`src/common/v33_pkg.sv`:
```
`default_nettype none

package v33_pkg;

    localparam int FETCH_BYTES = 3;  // Code bytes seen by the decoder per fetch

    typedef logic [15:0] word_t;

    localparam word_t STRING_STEP = 16'd2;  // Word string element
    localparam word_t RESET_PC = 16'h0000;

    // V33 register order
    typedef enum logic [2:0] {
        AW,
        CW,
        DW,
        BW,
        SP,
        BP,
        IX,
        IY
    } reg_index_e;

    typedef enum logic [2:0] {
        ALU_ADD,
        ALU_SUB,
        ALU_AND,
        ALU_OR,
        ALU_XOR,
        ALU_CMP
    } alu_op_e;

    typedef enum logic [3:0] {
        OP_NOP,
        OP_MOV_IMM,
        OP_ALU,
        OP_B_COND,
        OP_FLAG,
        OP_REP_PREFIX,
        OP_STM,
        OP_LDM,
        OP_MOVBK,
        OP_HALT
    } op_e;

    // Order follows opcode bits {2, 0} of F8/F9/FC/FD
    typedef enum logic [1:0] {
        FLAG_CLR_CY,
        FLAG_SET_CY,
        FLAG_CLR_DIR,
        FLAG_SET_DIR
    } flag_action_e;

    typedef struct packed {
        logic cy;
        logic p;
        logic z;
        logic s;
        logic v;
        logic dir;
    } flags_t;

    typedef struct packed {
        op_e          op;
        alu_op_e      alu_op;
        reg_index_e   reg0;         // ModRM reg or B8+r
        reg_index_e   reg1;         // ModRM rm
        word_t        imm;          // imm16 or sign extended rel8
        logic [3:0]   cond;
        flag_action_e flag_action;
        logic [1:0]   size;         // 1 to 3 bytes
    } decode_t;

    typedef struct packed {
        word_t addr;
        word_t wdata;
        logic  write;
    } mem_cmd_t;

endpackage

`default_nettype wire

```
`src/execute/execute_control.sv`:
```
`timescale 1ns/100ps
`default_nettype none

module execute_control (
    input  logic                clk,
    input  logic                reset,
    input  v33_pkg::decode_t    decoded,
    input  v33_pkg::word_t      rd_a,
    input  v33_pkg::word_t      rd_b,
    input  v33_pkg::word_t      aw,
    input  v33_pkg::word_t      cw,
    input  v33_pkg::word_t      ix,
    input  v33_pkg::word_t      iy,
    input  v33_pkg::word_t      alu_result,
    input  v33_pkg::flags_t     alu_flags,
    input  logic                mem_ready,
    input  v33_pkg::word_t      mem_rdata,
    output v33_pkg::word_t      fetch_addr,
    output v33_pkg::reg_index_e rd_a_sel,
    output v33_pkg::reg_index_e rd_b_sel,
    output logic                wr_en,
    output v33_pkg::reg_index_e wr_sel,
    output v33_pkg::word_t      wr_data,
    output logic                step_ix,
    output logic                step_iy,
    output logic                dec_cw,
    output v33_pkg::alu_op_e    alu_op,
    output v33_pkg::word_t      alu_a,
    output v33_pkg::word_t      alu_b,
    output v33_pkg::flags_t     flags,
    output v33_pkg::mem_cmd_t   mem_cmd,
    output logic                mem_req,
    output logic                halted
);

    typedef enum logic [2:0] {DECODE, EXECUTE, STORE, STR_READ, STR_WRITE} state_e;

    state_e           state;
    v33_pkg::word_t   pc;
    v33_pkg::decode_t instr;
    logic             rep_active;
    logic             more_elems;

    // Odd condition codes negate the even ones
    function automatic logic cond_true(input logic [3:0] cond, input v33_pkg::flags_t f);
        logic res;
        case (cond[3:1])
            3'd0:    res = f.v;
            3'd1:    res = f.cy;
            3'd2:    res = f.z;
            3'd3:    res = f.cy | f.z;
            3'd4:    res = f.s;
            3'd5:    res = f.p;
            3'd6:    res = f.s ^ f.v;
            default: res = (f.s ^ f.v) | f.z;
        endcase
        return res ^ cond[0];
    endfunction

    assign fetch_addr = pc;
    assign rd_a_sel   = instr.reg0;
    assign rd_b_sel   = instr.reg1;
    assign alu_op     = instr.alu_op;
    assign alu_a      = rd_a;
    assign alu_b      = rd_b;
    assign more_elems = rep_active && (cw != 16'd1);  // CW before this element's decrement

    always_comb begin
        wr_en = 1'b0;
        wr_sel = instr.reg0;
        wr_data = instr.imm;
        step_ix = 1'b0;
        step_iy = 1'b0;
        dec_cw = 1'b0;
        case (state)
            EXECUTE: wr_en = (instr.op == v33_pkg::OP_MOV_IMM);
            STORE: begin
                wr_en = (instr.alu_op != v33_pkg::ALU_CMP);
                wr_data = alu_result;
            end
            STR_READ: begin
                if (mem_ready && instr.op == v33_pkg::OP_LDM) begin
                    wr_en = 1'b1;
                    wr_sel = v33_pkg::AW;
                    wr_data = mem_rdata;
                    step_ix = 1'b1;
                    dec_cw = rep_active;
                end
            end
            STR_WRITE: begin
                if (mem_ready) begin
                    step_iy = 1'b1;
                    step_ix = (instr.op == v33_pkg::OP_MOVBK);
                    dec_cw = rep_active;
                end
            end
            default: begin
            end
        endcase
    end

    always_ff @(posedge clk) begin
        if (reset) begin
            state <= DECODE;
            pc <= v33_pkg::RESET_PC;
            instr <= '0;
            flags <= '0;
            rep_active <= 1'b0;
            halted <= 1'b0;
            mem_req <= 1'b0;
            mem_cmd <= '0;
        end else begin
            mem_req <= 1'b0;
            if (!halted) begin
                case (state)
                    DECODE: begin
                        instr <= decoded;
                        pc <= pc + {14'd0, decoded.size};
                        if (instr.op != v33_pkg::OP_REP_PREFIX) begin
                            rep_active <= 1'b0;  // Previous instruction was not REP
                        end
                        state <= EXECUTE;
                    end
                    EXECUTE: begin
                        state <= DECODE;
                        case (instr.op)
                            v33_pkg::OP_ALU: state <= STORE;
                            v33_pkg::OP_B_COND: begin
                                if (cond_true(instr.cond, flags)) begin
                                    pc <= pc + instr.imm;
                                end
                            end
                            v33_pkg::OP_FLAG: begin
                                case (instr.flag_action)
                                    v33_pkg::FLAG_CLR_CY:  flags.cy <= 1'b0;
                                    v33_pkg::FLAG_SET_CY:  flags.cy <= 1'b1;
                                    v33_pkg::FLAG_CLR_DIR: flags.dir <= 1'b0;
                                    default:               flags.dir <= 1'b1;
                                endcase
                            end
                            v33_pkg::OP_REP_PREFIX: rep_active <= 1'b1;
                            v33_pkg::OP_HALT: halted <= 1'b1;
                            v33_pkg::OP_STM, v33_pkg::OP_LDM, v33_pkg::OP_MOVBK: begin
                                // REP with CW of zero skips the instruction
                                if (!rep_active || cw != 16'd0) begin
                                    mem_req <= 1'b1;
                                    if (instr.op == v33_pkg::OP_STM) begin
                                        mem_cmd <= '{addr: iy, wdata: aw, write: 1'b1};
                                        state <= STR_WRITE;
                                    end else begin
                                        mem_cmd <= '{addr: ix, wdata: '0, write: 1'b0};
                                        state <= STR_READ;
                                    end
                                end
                            end
                            default: begin
                            end
                        endcase
                    end
                    STORE: begin
                        flags <= alu_flags;
                        state <= DECODE;
                    end
                    STR_READ: begin
                        if (mem_ready) begin
                            if (instr.op == v33_pkg::OP_MOVBK) begin
                                mem_req <= 1'b1;  // Read data goes straight out
                                mem_cmd <= '{addr: iy, wdata: mem_rdata, write: 1'b1};
                                state <= STR_WRITE;
                            end else begin
                                state <= more_elems ? EXECUTE : DECODE;
                            end
                        end
                    end
                    STR_WRITE: begin
                        if (mem_ready) begin
                            state <= more_elems ? EXECUTE : DECODE;
                        end
                    end
                    default: state <= DECODE;
                endcase
            end
        end
    end

endmodule

`default_nettype wire

```
`src/hdl/alu.sv`:
```
`timescale 1ns/100ps
`default_nettype none

module alu (
    input  v33_pkg::alu_op_e op,
    input  v33_pkg::word_t   a,
    input  v33_pkg::word_t   b,
    input  v33_pkg::flags_t  flags_in,
    output v33_pkg::word_t   result,
    output v33_pkg::flags_t  flags
);

    logic [16:0] wide;  // Bit 16 is carry or borrow
    logic        overflow;

    always_comb begin
        wide = {1'b0, a};
        overflow = 1'b0;
        case (op)
            v33_pkg::ALU_ADD: begin
                wide = {1'b0, a} + {1'b0, b};
                overflow = (a[15] == b[15]) && (wide[15] != a[15]);
            end
            v33_pkg::ALU_SUB, v33_pkg::ALU_CMP: begin
                wide = {1'b0, a} - {1'b0, b};
                overflow = (a[15] != b[15]) && (wide[15] != a[15]);
            end
            v33_pkg::ALU_AND: begin
                wide = {1'b0, a & b};
            end
            v33_pkg::ALU_OR: begin
                wide = {1'b0, a | b};
            end
            v33_pkg::ALU_XOR: begin
                wide = {1'b0, a ^ b};
            end
            default: begin
            end
        endcase
    end

    assign result = wide[15:0];

    // P is even parity of the low byte
    assign flags = '{
        cy:  wide[16],
        p:   ~^wide[7:0],
        z:   (wide[15:0] == 16'd0),
        s:   wide[15],
        v:   overflow,
        dir: flags_in.dir
    };

endmodule

`default_nettype wire

```
`src/hdl/instr_decode.sv`:
```
`timescale 1ns/100ps
`default_nettype none

module instr_decode (
    input  logic [v33_pkg::FETCH_BYTES*8-1:0] fetch_bytes,
    output v33_pkg::decode_t                  decoded
);

    logic [7:0] opcode;
    logic [7:0] modrm;
    logic [7:0] byte2;

    assign opcode = fetch_bytes[7:0];
    assign modrm  = fetch_bytes[15:8];
    assign byte2  = fetch_bytes[23:16];

    always_comb begin
        decoded = '0;
        decoded.op = v33_pkg::OP_NOP;
        decoded.size = 2'd1;
        decoded.alu_op = v33_pkg::ALU_ADD;
        decoded.reg0 = v33_pkg::reg_index_e'(modrm[5:3]);
        decoded.reg1 = v33_pkg::reg_index_e'(modrm[2:0]);
        decoded.imm = {byte2, modrm};
        decoded.cond = opcode[3:0];
        decoded.flag_action = v33_pkg::flag_action_e'({opcode[2], opcode[0]});

        casez (opcode)
            8'b1011_1???: begin  // MOV reg, imm16
                decoded.op = v33_pkg::OP_MOV_IMM;
                decoded.reg0 = v33_pkg::reg_index_e'(opcode[2:0]);
                decoded.size = 2'd3;
            end
            8'h03, 8'h0B, 8'h23, 8'h2B, 8'h33, 8'h3B: begin
                decoded.op = v33_pkg::OP_ALU;
                decoded.size = 2'd2;
                // Operation sits in opcode bits 5:3
                case (opcode[5:3])
                    3'b000:  decoded.alu_op = v33_pkg::ALU_ADD;
                    3'b001:  decoded.alu_op = v33_pkg::ALU_OR;
                    3'b100:  decoded.alu_op = v33_pkg::ALU_AND;
                    3'b101:  decoded.alu_op = v33_pkg::ALU_SUB;
                    3'b110:  decoded.alu_op = v33_pkg::ALU_XOR;
                    default: decoded.alu_op = v33_pkg::ALU_CMP;
                endcase
            end
            8'b0111_????: begin
                decoded.op = v33_pkg::OP_B_COND;
                decoded.imm = {{8{modrm[7]}}, modrm};  // rel8
                decoded.size = 2'd2;
            end
            8'hF8, 8'hF9, 8'hFC, 8'hFD: begin
                decoded.op = v33_pkg::OP_FLAG;
            end
            8'hF2, 8'hF3: begin  // REPZ and REPNZ behave alike here
                decoded.op = v33_pkg::OP_REP_PREFIX;
            end
            8'hAB: begin
                decoded.op = v33_pkg::OP_STM;
            end
            8'hAD: begin
                decoded.op = v33_pkg::OP_LDM;
            end
            8'hA5: begin
                decoded.op = v33_pkg::OP_MOVBK;
            end
            8'hF4: begin
                decoded.op = v33_pkg::OP_HALT;
            end
            default: begin
            end
        endcase
    end

endmodule

`default_nettype wire

```
`src/hdl/register_file.sv`:
```
`timescale 1ns/100ps
`default_nettype none

module register_file (
    input  logic                clk,
    input  logic                reset,
    input  v33_pkg::reg_index_e rd_a_sel,
    input  v33_pkg::reg_index_e rd_b_sel,
    input  logic                wr_en,
    input  v33_pkg::reg_index_e wr_sel,
    input  v33_pkg::word_t      wr_data,
    input  logic                step_ix,
    input  logic                step_iy,
    input  logic                dec_cw,
    input  logic                dir,
    output v33_pkg::word_t      rd_a,
    output v33_pkg::word_t      rd_b,
    output v33_pkg::word_t      aw,
    output v33_pkg::word_t      cw,
    output v33_pkg::word_t      ix,
    output v33_pkg::word_t      iy
);

    v33_pkg::word_t regs [8];

    always_ff @(posedge clk) begin
        if (reset) begin
            for (int i = 0; i < 8; i++) begin
                regs[i] <= '0;
            end
        end else begin
            if (step_ix) begin
                regs[v33_pkg::IX] <= dir ? regs[v33_pkg::IX] - v33_pkg::STRING_STEP
                                         : regs[v33_pkg::IX] + v33_pkg::STRING_STEP;
            end
            if (step_iy) begin
                regs[v33_pkg::IY] <= dir ? regs[v33_pkg::IY] - v33_pkg::STRING_STEP
                                         : regs[v33_pkg::IY] + v33_pkg::STRING_STEP;
            end
            if (dec_cw) begin
                regs[v33_pkg::CW] <= regs[v33_pkg::CW] - 16'd1;
            end
            if (wr_en) begin
                regs[wr_sel] <= wr_data;  // Overrides a step
            end
        end
    end

    assign rd_a = regs[rd_a_sel];
    assign rd_b = regs[rd_b_sel];
    assign aw   = regs[v33_pkg::AW];
    assign cw   = regs[v33_pkg::CW];
    assign ix   = regs[v33_pkg::IX];
    assign iy   = regs[v33_pkg::IY];

endmodule

`default_nettype wire

```
`src/hdl/v33_core.sv`:
```
`timescale 1ns/100ps
`default_nettype none

module v33_core (
    input  logic                              clk,
    input  logic                              reset,
    output v33_pkg::word_t                    fetch_addr,
    input  logic [v33_pkg::FETCH_BYTES*8-1:0] fetch_bytes,
    output v33_pkg::mem_cmd_t                 mem_cmd,
    output logic                              mem_req,
    input  logic                              mem_ready,
    input  v33_pkg::word_t                    mem_rdata,
    output logic                              halted
);

    v33_pkg::decode_t    decoded;
    v33_pkg::reg_index_e rd_a_sel;
    v33_pkg::reg_index_e rd_b_sel;
    v33_pkg::reg_index_e wr_sel;
    logic                wr_en;
    v33_pkg::word_t      wr_data;
    logic                step_ix;
    logic                step_iy;
    logic                dec_cw;
    v33_pkg::word_t      rd_a;
    v33_pkg::word_t      rd_b;
    v33_pkg::word_t      aw;
    v33_pkg::word_t      cw;
    v33_pkg::word_t      ix;
    v33_pkg::word_t      iy;
    v33_pkg::alu_op_e    alu_op;
    v33_pkg::word_t      alu_a;
    v33_pkg::word_t      alu_b;
    v33_pkg::word_t      alu_result;
    v33_pkg::flags_t     alu_flags;
    v33_pkg::flags_t     flags;

    instr_decode u_decode (
        .fetch_bytes (fetch_bytes),
        .decoded     (decoded)
    );

    register_file u_regs (
        .clk      (clk),
        .reset    (reset),
        .rd_a_sel (rd_a_sel),
        .rd_b_sel (rd_b_sel),
        .wr_en    (wr_en),
        .wr_sel   (wr_sel),
        .wr_data  (wr_data),
        .step_ix  (step_ix),
        .step_iy  (step_iy),
        .dec_cw   (dec_cw),
        .dir      (flags.dir),
        .rd_a     (rd_a),
        .rd_b     (rd_b),
        .aw       (aw),
        .cw       (cw),
        .ix       (ix),
        .iy       (iy)
    );

    alu u_alu (
        .op       (alu_op),
        .a        (alu_a),
        .b        (alu_b),
        .flags_in (flags),
        .result   (alu_result),
        .flags    (alu_flags)
    );

    execute_control u_exec (
        .clk        (clk),
        .reset      (reset),
        .decoded    (decoded),
        .rd_a       (rd_a),
        .rd_b       (rd_b),
        .aw         (aw),
        .cw         (cw),
        .ix         (ix),
        .iy         (iy),
        .alu_result (alu_result),
        .alu_flags  (alu_flags),
        .mem_ready  (mem_ready),
        .mem_rdata  (mem_rdata),
        .fetch_addr (fetch_addr),
        .rd_a_sel   (rd_a_sel),
        .rd_b_sel   (rd_b_sel),
        .wr_en      (wr_en),
        .wr_sel     (wr_sel),
        .wr_data    (wr_data),
        .step_ix    (step_ix),
        .step_iy    (step_iy),
        .dec_cw     (dec_cw),
        .alu_op     (alu_op),
        .alu_a      (alu_a),
        .alu_b      (alu_b),
        .flags      (flags),
        .mem_cmd    (mem_cmd),
        .mem_req    (mem_req),
        .halted     (halted)
    );

endmodule

`default_nettype wire

```
`config.mk`:
```
export PLATFORM = sky130hd
export DESIGN_NAME = v33_core
export DESIGN_NICKNAME = d
export VERILOG_FILES = /design/src/common/v33_pkg.sv /design/src/execute/execute_control.sv /design/src/hdl/alu.sv /design/src/hdl/instr_decode.sv /design/src/hdl/register_file.sv /design/src/hdl/v33_core.sv
export SDC_FILE = /design/constraint.sdc
export NUM_CORES = 1
export LEC_CHECK = 0
export ABC_AREA = 0
export ABC_CLOCK_PERIOD_IN_PS = 8440
export BUFFER_PORTS_ARGS = -buffer_cell sky130_fd_sc_hd__buf_2
export CELL_PAD_IN_SITES_DETAIL_PLACEMENT = 1
export CELL_PAD_IN_SITES_GLOBAL_PLACEMENT = 2
export CORE_MARGIN = 2
export CORE_UTILIZATION = 43
export DETAILED_ROUTE_END_ITERATION = 10
export PLACE_DENSITY = 0.87
export SYNTH_ARGS = -nofsm -noshare
export SYNTH_HDL_FRONTEND = slang
export SYNTH_SLANG_ARGS = --single-unit
```
`constraint.sdc`:
```
create_clock -name clk -period 8.44 [get_ports clk]
set_clock_uncertainty 0.2 [all_clocks]
set_input_delay 1.266 -clock clk [delete_from_list [all_inputs] [get_ports clk]]
set_output_delay 1.266 -clock clk [all_outputs]
set_load 0.01 [all_outputs]
```
==> results of run 1 <==
## layout by cell type, fill, tap and decap left out, types with 8 or more instances in the layout
cell / instances
nor2b_1: 16
nor2_1: 225
a21oi_1: 109
a311oi_1: 19
nand4_1: 10
inv_1: 70
mux4_2: 64
a211oi_1: 32
nor3_1: 29
mux2i_1: 41
nand3_1: 41
o21ai_0: 57
a21o_1: 20
o31ai_1: 8
nand2b_1: 18
xor2_1: 19
buf_4: 21
o211ai_1: 11
o22ai_1: 54
a22oi_1: 21
ha_1: 96
buf_2: 92
clkbuf_16: 27
or3_1: 11
xnor2_1: 46
edfxtp_1: 128
dfxtp_1: 95
and2_1: 16
mux2_2: 15
o21bai_1: 9
nor4_1: 10
nand2_1: 137
a31oi_1: 14
## registers in the layout, indices dropped and copies added (netlist names), 3 cells and up, named ones only
register / cells
u_exec.rd_a_sel: 3
u_regs.regs: 128
u_exec.flags: 6
u_exec.mem_cmd: 33
u_exec.alu_op: 3
u_exec.fetch_addr: 16
u_exec.state: 3
u_exec.instr: 24
## critical path: cells and delay by family (launching register included)
kind / cells / cell delay [ps]
compound gates: 8 / 2600
fa+ha+maj: 2 / 770
flops: 1 / 1050
mux: 2 / 930
simple gates: 1 / 70
## area by class of cell
cell class                      count  area (um^2)
Multi-Input combinational cell   1265         9290
Timing Repair Buffer              113          618
Sequential cell                   225         5790
Inverter                           72          270
Fill cell                        4129        18800
Clock inverter                     20          216
Tap cell                          468          586
Clock buffer                       30          687
## metrics by stage
step / instance area (um^2) / std cells
global route: 17500 / 2193
floorplan: 15700 / 1662
CTS: 17500 / 2193
detailed placement: 16600 / 2143
global placement: 16600 / 2143
finish: 17500 / 2193
## logic make-up after synthesis
logic type,Yosys count,synth area share (%)
simple gates,544,15.6
buf+inv,172,4.22
xor+xnor,65,3.62
mux,120,12.9
fa+ha+maj,101,8.28
compound gates,435,18.6
flops,225,36.8
## power by group through the flow
stage	sequential, mW	combinational (mW)	clock, mW
2_1_floorplan	1.24	0.551	0
3_3_place_gp	1.27	0.727	0
3_5_place_dp	1.28	0.743	0
4_1_cts	1.25	0.750	1.23
5_1_grt	1.26	0.826	1.27
6_report	1.25	0.760	1.23
## per-layer routing
metal	up-vias	part of all wire [%]	global-route usage, %
li1	6291	-	-
met1	7190	41	38.9
met2	519	49	52.6
met3	115	5.6	3.28
met4	0	3.7	11.0
met5	-	0	0
## path summary, 6_finish.rpt
check	slack [ps]	cells after the start	from	endpoint
max	2500	13	flop	u_regs.regs[6][14]
min	270	2	u_exec.mem_cmd[0]	u_exec.mem_cmd[0]
max reg2reg	2500	13	flop	u_regs.regs[6][14]
min reg2reg	270	2	u_exec.mem_cmd[0]	u_exec.mem_cmd[0]
==> reports/metrics.cfg, run 1 <==
[synth]
syn_nets=1806
synthTopCellsByCount=226 x nor2_1, 137 x nand2_1, 128 x edfxtp_1
synth_edf_count=128
ys_ff_latch=225
syn_area_mm2=0.0157
synth.most_common_cell=nor2_1
yosys-top-cells-area=edfxtp_1 24%, dfxtp_1 12%, mux4_2 9.2%
yosysWarningCount=0
synth.top_cell.area_share_pct=24.5
synthArstFlopShare_pct=0
ys_types=80
netlist_instances=1662
yosys.area.top_type=edfxtp_1
synth-main-ff-cell=edfxtp_1
syn_area_per_cell_um2=9.46
yosysSeqAreaShare_pct=36.8

[placed_design]
post-place-ws_ps=2560
dp_hpwl_um=42500
place_congestion=0.927
io_buffers=93

[sta]
drv_slew=0
period_share_pct=70.4
fmaxAchievable_mhz=168
min_period_ps=5940
relSlewSlack_pct=17.9
finalSetupTns_ps=0
finalHoldWorstSlack_ps=274
setup_violations=0
tightest_slew_ps=1230
setup_slack_ps=2500
final_hold_viol_count=0
rsz0062_at_grt=no

[floorplan]
num_io_pins=94
start_util_pct=43.3
die_h_um=195
fp.dieW_um=195
design.core.area_mm2=0.0363
num_rows=70
die_area_mm2=0.0381

[global_route]
grt_pass1_vias=14500
grt_antenna_before_repair=0
grt_pass1_wl_um=88600
grt_usage_pct=30.2
grt_max_degree=67
gr-total-overflow=0

[setup_path]
cp_slowest_cell=dfxtp_2
worst_path_most_repeated_cell=o21ai_1
path_cells=mux4_2 -> mux2_2 -> ha_1 -> fa_1 -> a211oi_1 -> o21ai_1 -> a311oi_1 -> o31ai_1 -> a2111o_1 -> nand3_1 -> o21ai_0 -> o21ai_1 -> o22ai_1
endpoint_kind=flop
required_ps=8500
startpoint_type=flop
cp_max_fo=30
max_stage_delay_ps=1050
arrival_ps=6000
setup.worst_path.class=flop to flop

[power_and_ir_drop]
p_comb_share_pct=23.5
p_int_mw=2.21
leakage_nw=6.75
vdd_drop_max_uv=140
power.density_mw_per_mm2=186
switching_share_pct=31.8
power_mw=3.24
netSwitchingPower_mw=1.03
power.share.clock_pct=37.8
seq_power_share_pct=38.7

[clock_tree]
cts_buffers=27
clk_latency_ps=570
cts-resized-gates=0
cts_tree=done
cts_sinks=225
cts.clk_slew.worst_paths_ps=60
cts_hold_buf=0
post_cts_buffers=0
clock-root-buffer=clkbuf_16
ctsHtreeMaxLevel=1
clockBufferDepth=3

[drt]
wl_per_cell_um=26.2
avgViaCountPerCell=6.44
drtIter0Drc=1195
num_vias=14100
routed_wl_um=57500
dr.pass1.iters=7
remaining_drc_errors=0
drtAntennaViolNets=0

[final_layout]
final_layout_size_suffix_gt1_share_pct=15.0
n_antenna_cell=0
syn_to_final_growth_pct=11.1
fin_util_pct=48.1
final_nets=1848

[outcome]
status=complete, no violations

[job]
maxCapViolations=0

[worst_hold_path]
min_path_type=flop to flop

Power figures use the tool's default switching activity.
==> run 2, diff against run 1 <==
- ABC_AREA: 0 -> 1
- ABC_CLOCK_PERIOD_IN_PS: 8440 -> 5300
- CORE_UTILIZATION: 43 -> 32
- PLACE_DENSITY: 0.87 -> 0.77
- clock period: 8.44 -> 5.3 ns (I/O delays scaled with it)
==> run 2 against run 1 <==
Compared with the run above: power is 110% higher; final cell count is 44% higher; global-route usage is 2.8 points lower; fmax is 25% higher; routed wire length is 30% higher; critical path type unchanged; critical endpoint is now u_regs.regs[1][15]; largest cell class unchanged.
==> reports/metrics.cfg, run 2 <==
[clock_tree]
cts-resized-gates=0  ; unchanged
cts_hold_buf=0  ; unchanged
cts.clk_slew.worst_paths_ps=60  ; about the same
clock-root-buffer=clkbuf_16
cts_buffers=29  ; +7.4%
cts_tree=done
ctsHtreeMaxLevel=1  ; unchanged
clockBufferDepth=3  ; unchanged
post_cts_buffers=0  ; unchanged
cts_sinks=225  ; unchanged
clk_latency_ps=590  ; +20 ps

[power_and_ir_drop]
power.density_mw_per_mm2=368  ; +98%
power_mw=6.94  ; +110%
leakage_nw=8.17  ; +21%
vdd_drop_max_uv=259  ; +85%

[synth]
syn_area_mm2=0.0168  ; +6.7%
synthArstFlopShare_pct=0  ; unchanged
synthTopCellsByCount=418 x nand2_1, 329 x o21ai_0, 305 x inv_1
yosysWarningCount=0  ; unchanged
syn_area_per_cell_um2=6.98  ; -26%
yosysSeqAreaShare_pct=34.5  ; -2.3 points
ys_types=53  ; -34%
ys_ff_latch=225  ; unchanged
synth.most_common_cell=nand2_1
syn_nets=2547  ; +41%
yosys.area.top_type=edfxtp_1
synth-main-ff-cell=edfxtp_1
synth.top_cell.area_share_pct=22.9  ; -1.5 points
synth_edf_count=128  ; unchanged
netlist_instances=2403  ; +45%
yosys-top-cells-area=edfxtp_1 23%, dfxtp_1 12%, o21ai_0 9.8%

[sta]
relSlewSlack_pct=14.2  ; -3.7 points
tightest_slew_ps=1280  ; +43.6 ps
period_share_pct=90.0  ; +20 points
fmaxAchievable_mhz=210  ; +25%
finalSetupTns_ps=0  ; unchanged
setup_violations=0  ; unchanged
drv_slew=0  ; unchanged
min_period_ps=4770  ; -1170 ps
final_hold_viol_count=0  ; unchanged
finalHoldWorstSlack_ps=290  ; +16.6 ps
rsz0062_at_grt=no

[floorplan]
die_area_mm2=0.0542  ; +42%
start_util_pct=32.5  ; -11 points
design.core.area_mm2=0.0515  ; +42%
fp.dieW_um=233  ; +19%
num_io_pins=94  ; unchanged
die_h_um=233  ; +19%
num_rows=83  ; +19%

[global_route]
grt_pass1_wl_um=112000  ; +26%
gr-total-overflow=0  ; unchanged
grt_antenna_before_repair=1  ; +1
grt_pass1_vias=17700  ; +22%
grt_max_degree=85  ; +27%
grt_usage_pct=27.4  ; -2.8 points

[final_layout]
top_regs=u_regs.regs x128, u_exec.mem_cmd x33, u_exec.instr x24
n_antenna_cell=0  ; unchanged
layout_commonest_cell=nand2_1
final_nets=2594  ; +40%
multi_input_area_mm2=0.00924  ; -0.48%
registers.top_by_ff_count=u_regs.regs
syn_to_final_growth_pct=12.4
final_layout_size_suffix_gt1_share_pct=9.30  ; -5.7 points
largest_reg_flops=128  ; unchanged
regArea_mm2=0.00579  ; unchanged
layout.cells.non_filler=3153  ; +44%
final_cell_mix=418 x nand2_1, 329 x o21ai_0, 303 x inv_1
fillers=6534  ; +58%

[setup_path]
endpoint_kind=flop
arrival_ps=4890  ; -1110 ps
worst_path_most_repeated_cell=nand2_1
max_stage_delay_ps=500  ; -550 ps
cp_slowest_cell=o21ai_0
setup.worst_path.class=flop to flop
cp_max_fo=52  ; +73%
reg2regPathDepth=19  ; +6
required_ps=5420  ; -3080 ps
startpoint_type=flop
path_cells=buf_4 -> buf_4 -> o21ai_0 -> nand2_1 -> inv_1 -> o21ai_0 -> inv_1 -> ha_1 -> inv_1 -> a21oi_1 -> nand2_1 -> a21oi_1 -> nand3_1 -> nand3_1 -> nand4_1 -> nand2_1 -> nand2_1 -> inv_2 -> o21ai_0

[job]
maxCapViolations=0  ; unchanged

[placed_design]
dp_hpwl_um=57800  ; +36%
io_buffers=93  ; unchanged
dp_cells=3099  ; +45%
place_congestion=0.897  ; -3.2%

[drt]
drtIter0Drc=1512  ; +27%
dr.pass1.iters=5  ; -2
routed_wl_um=74900  ; +30%
drtAntennaViolNets=0  ; unchanged
num_vias=17400  ; +23%
avgViaCountPerCell=5.51  ; -14%
wl_per_cell_um=23.8  ; -9.3%
remaining_drc_errors=0  ; unchanged

[worst_hold_path]
holdPathStages=2  ; unchanged
min_path_type=flop to flop

[outcome]
status=complete, no violations

==> run 2: cell count changes after synthesis, moves of 29 or more <==
cell,previous run,this run
a21oi_1,111,228
buf_2,8,42
inv_1,70,305
mux2i_1,41,0
mux4_2,64,0
nand2_1,137,418
nand3_1,41,132
nor2_1,226,255
o21ai_0,57,329
xnor2_1,46,14
==> run 2: path summary, 6_finish.rpt <==
check / start / endpoint / slack [ps]
min reg2reg: u_exec.mem_cmd[0] / u_exec.mem_cmd[0] / 290
min: u_exec.mem_cmd[0] / u_exec.mem_cmd[0] / 290
max reg2reg: flop / u_regs.regs[1][15] / 530
max: flop / u_regs.regs[1][15] / 530
==> run 2: critical path: cells and delay by family, from the launching register on <==
kind | cells | cell delay, ps
compound gates | 5 | 1140
fa+ha+maj | 1 | 490
buf+inv | 6 | 1300
flops | 1 | 320
simple gates | 7 | 1040
==> run 2: metrics by stage <==
step / utilization, % / setup WS (ps) / instance area, um^2
final: 36.6 / 532 / 18800
after global routing: 36.6 / 194 / 18800
after CTS: 36.6 / 651 / 18800
after detailed placement: 34.7 / 639 / 17900
after global placement: 34.7 / 720 / 17900
after floorplan: - / 1590 / 16800
==> run 2: final cells by class <==
type | count | area share (%)
sequential | 225 | 30.7
clock buffer | 39 | 4.16
timing repair buffer | 130 | 4.21
inverter | 324 | 6.45
tap | 680 | 4.51
clock inverter | 15 | 0.903
multi-input combinational | 1740 | 49.1
==> run 2: logic make-up after synthesis <==
logic type,after synthesis,share of synthesized area (%)
flops,225,34.5
simple gates,880,21.8
compound gates,719,23.5
xor+xnor,40,2.09
buf+inv,438,10.3
fa+ha+maj,101,7.76
==> run 2: layer usage <==
layer | part of all wire [%] | up-vias | global-route usage, %
li1 | - | 8198 | -
met1 | 47 | 8635 | 37.7
met2 | 46 | 427 | 44.9
met3 | 4.3 | 101 | 2.87
met4 | 3.3 | 0 | 8.50
met5 | 0 | - | 0
==> run 2: power by group <==
part,switching [mW],total (mW),internal [mW]
Clock,0.839,2.02,1.19
Combinational,1.98,2.83,0.852
Sequential,0.122,2.09,1.97
Total,2.94,6.94,4.00
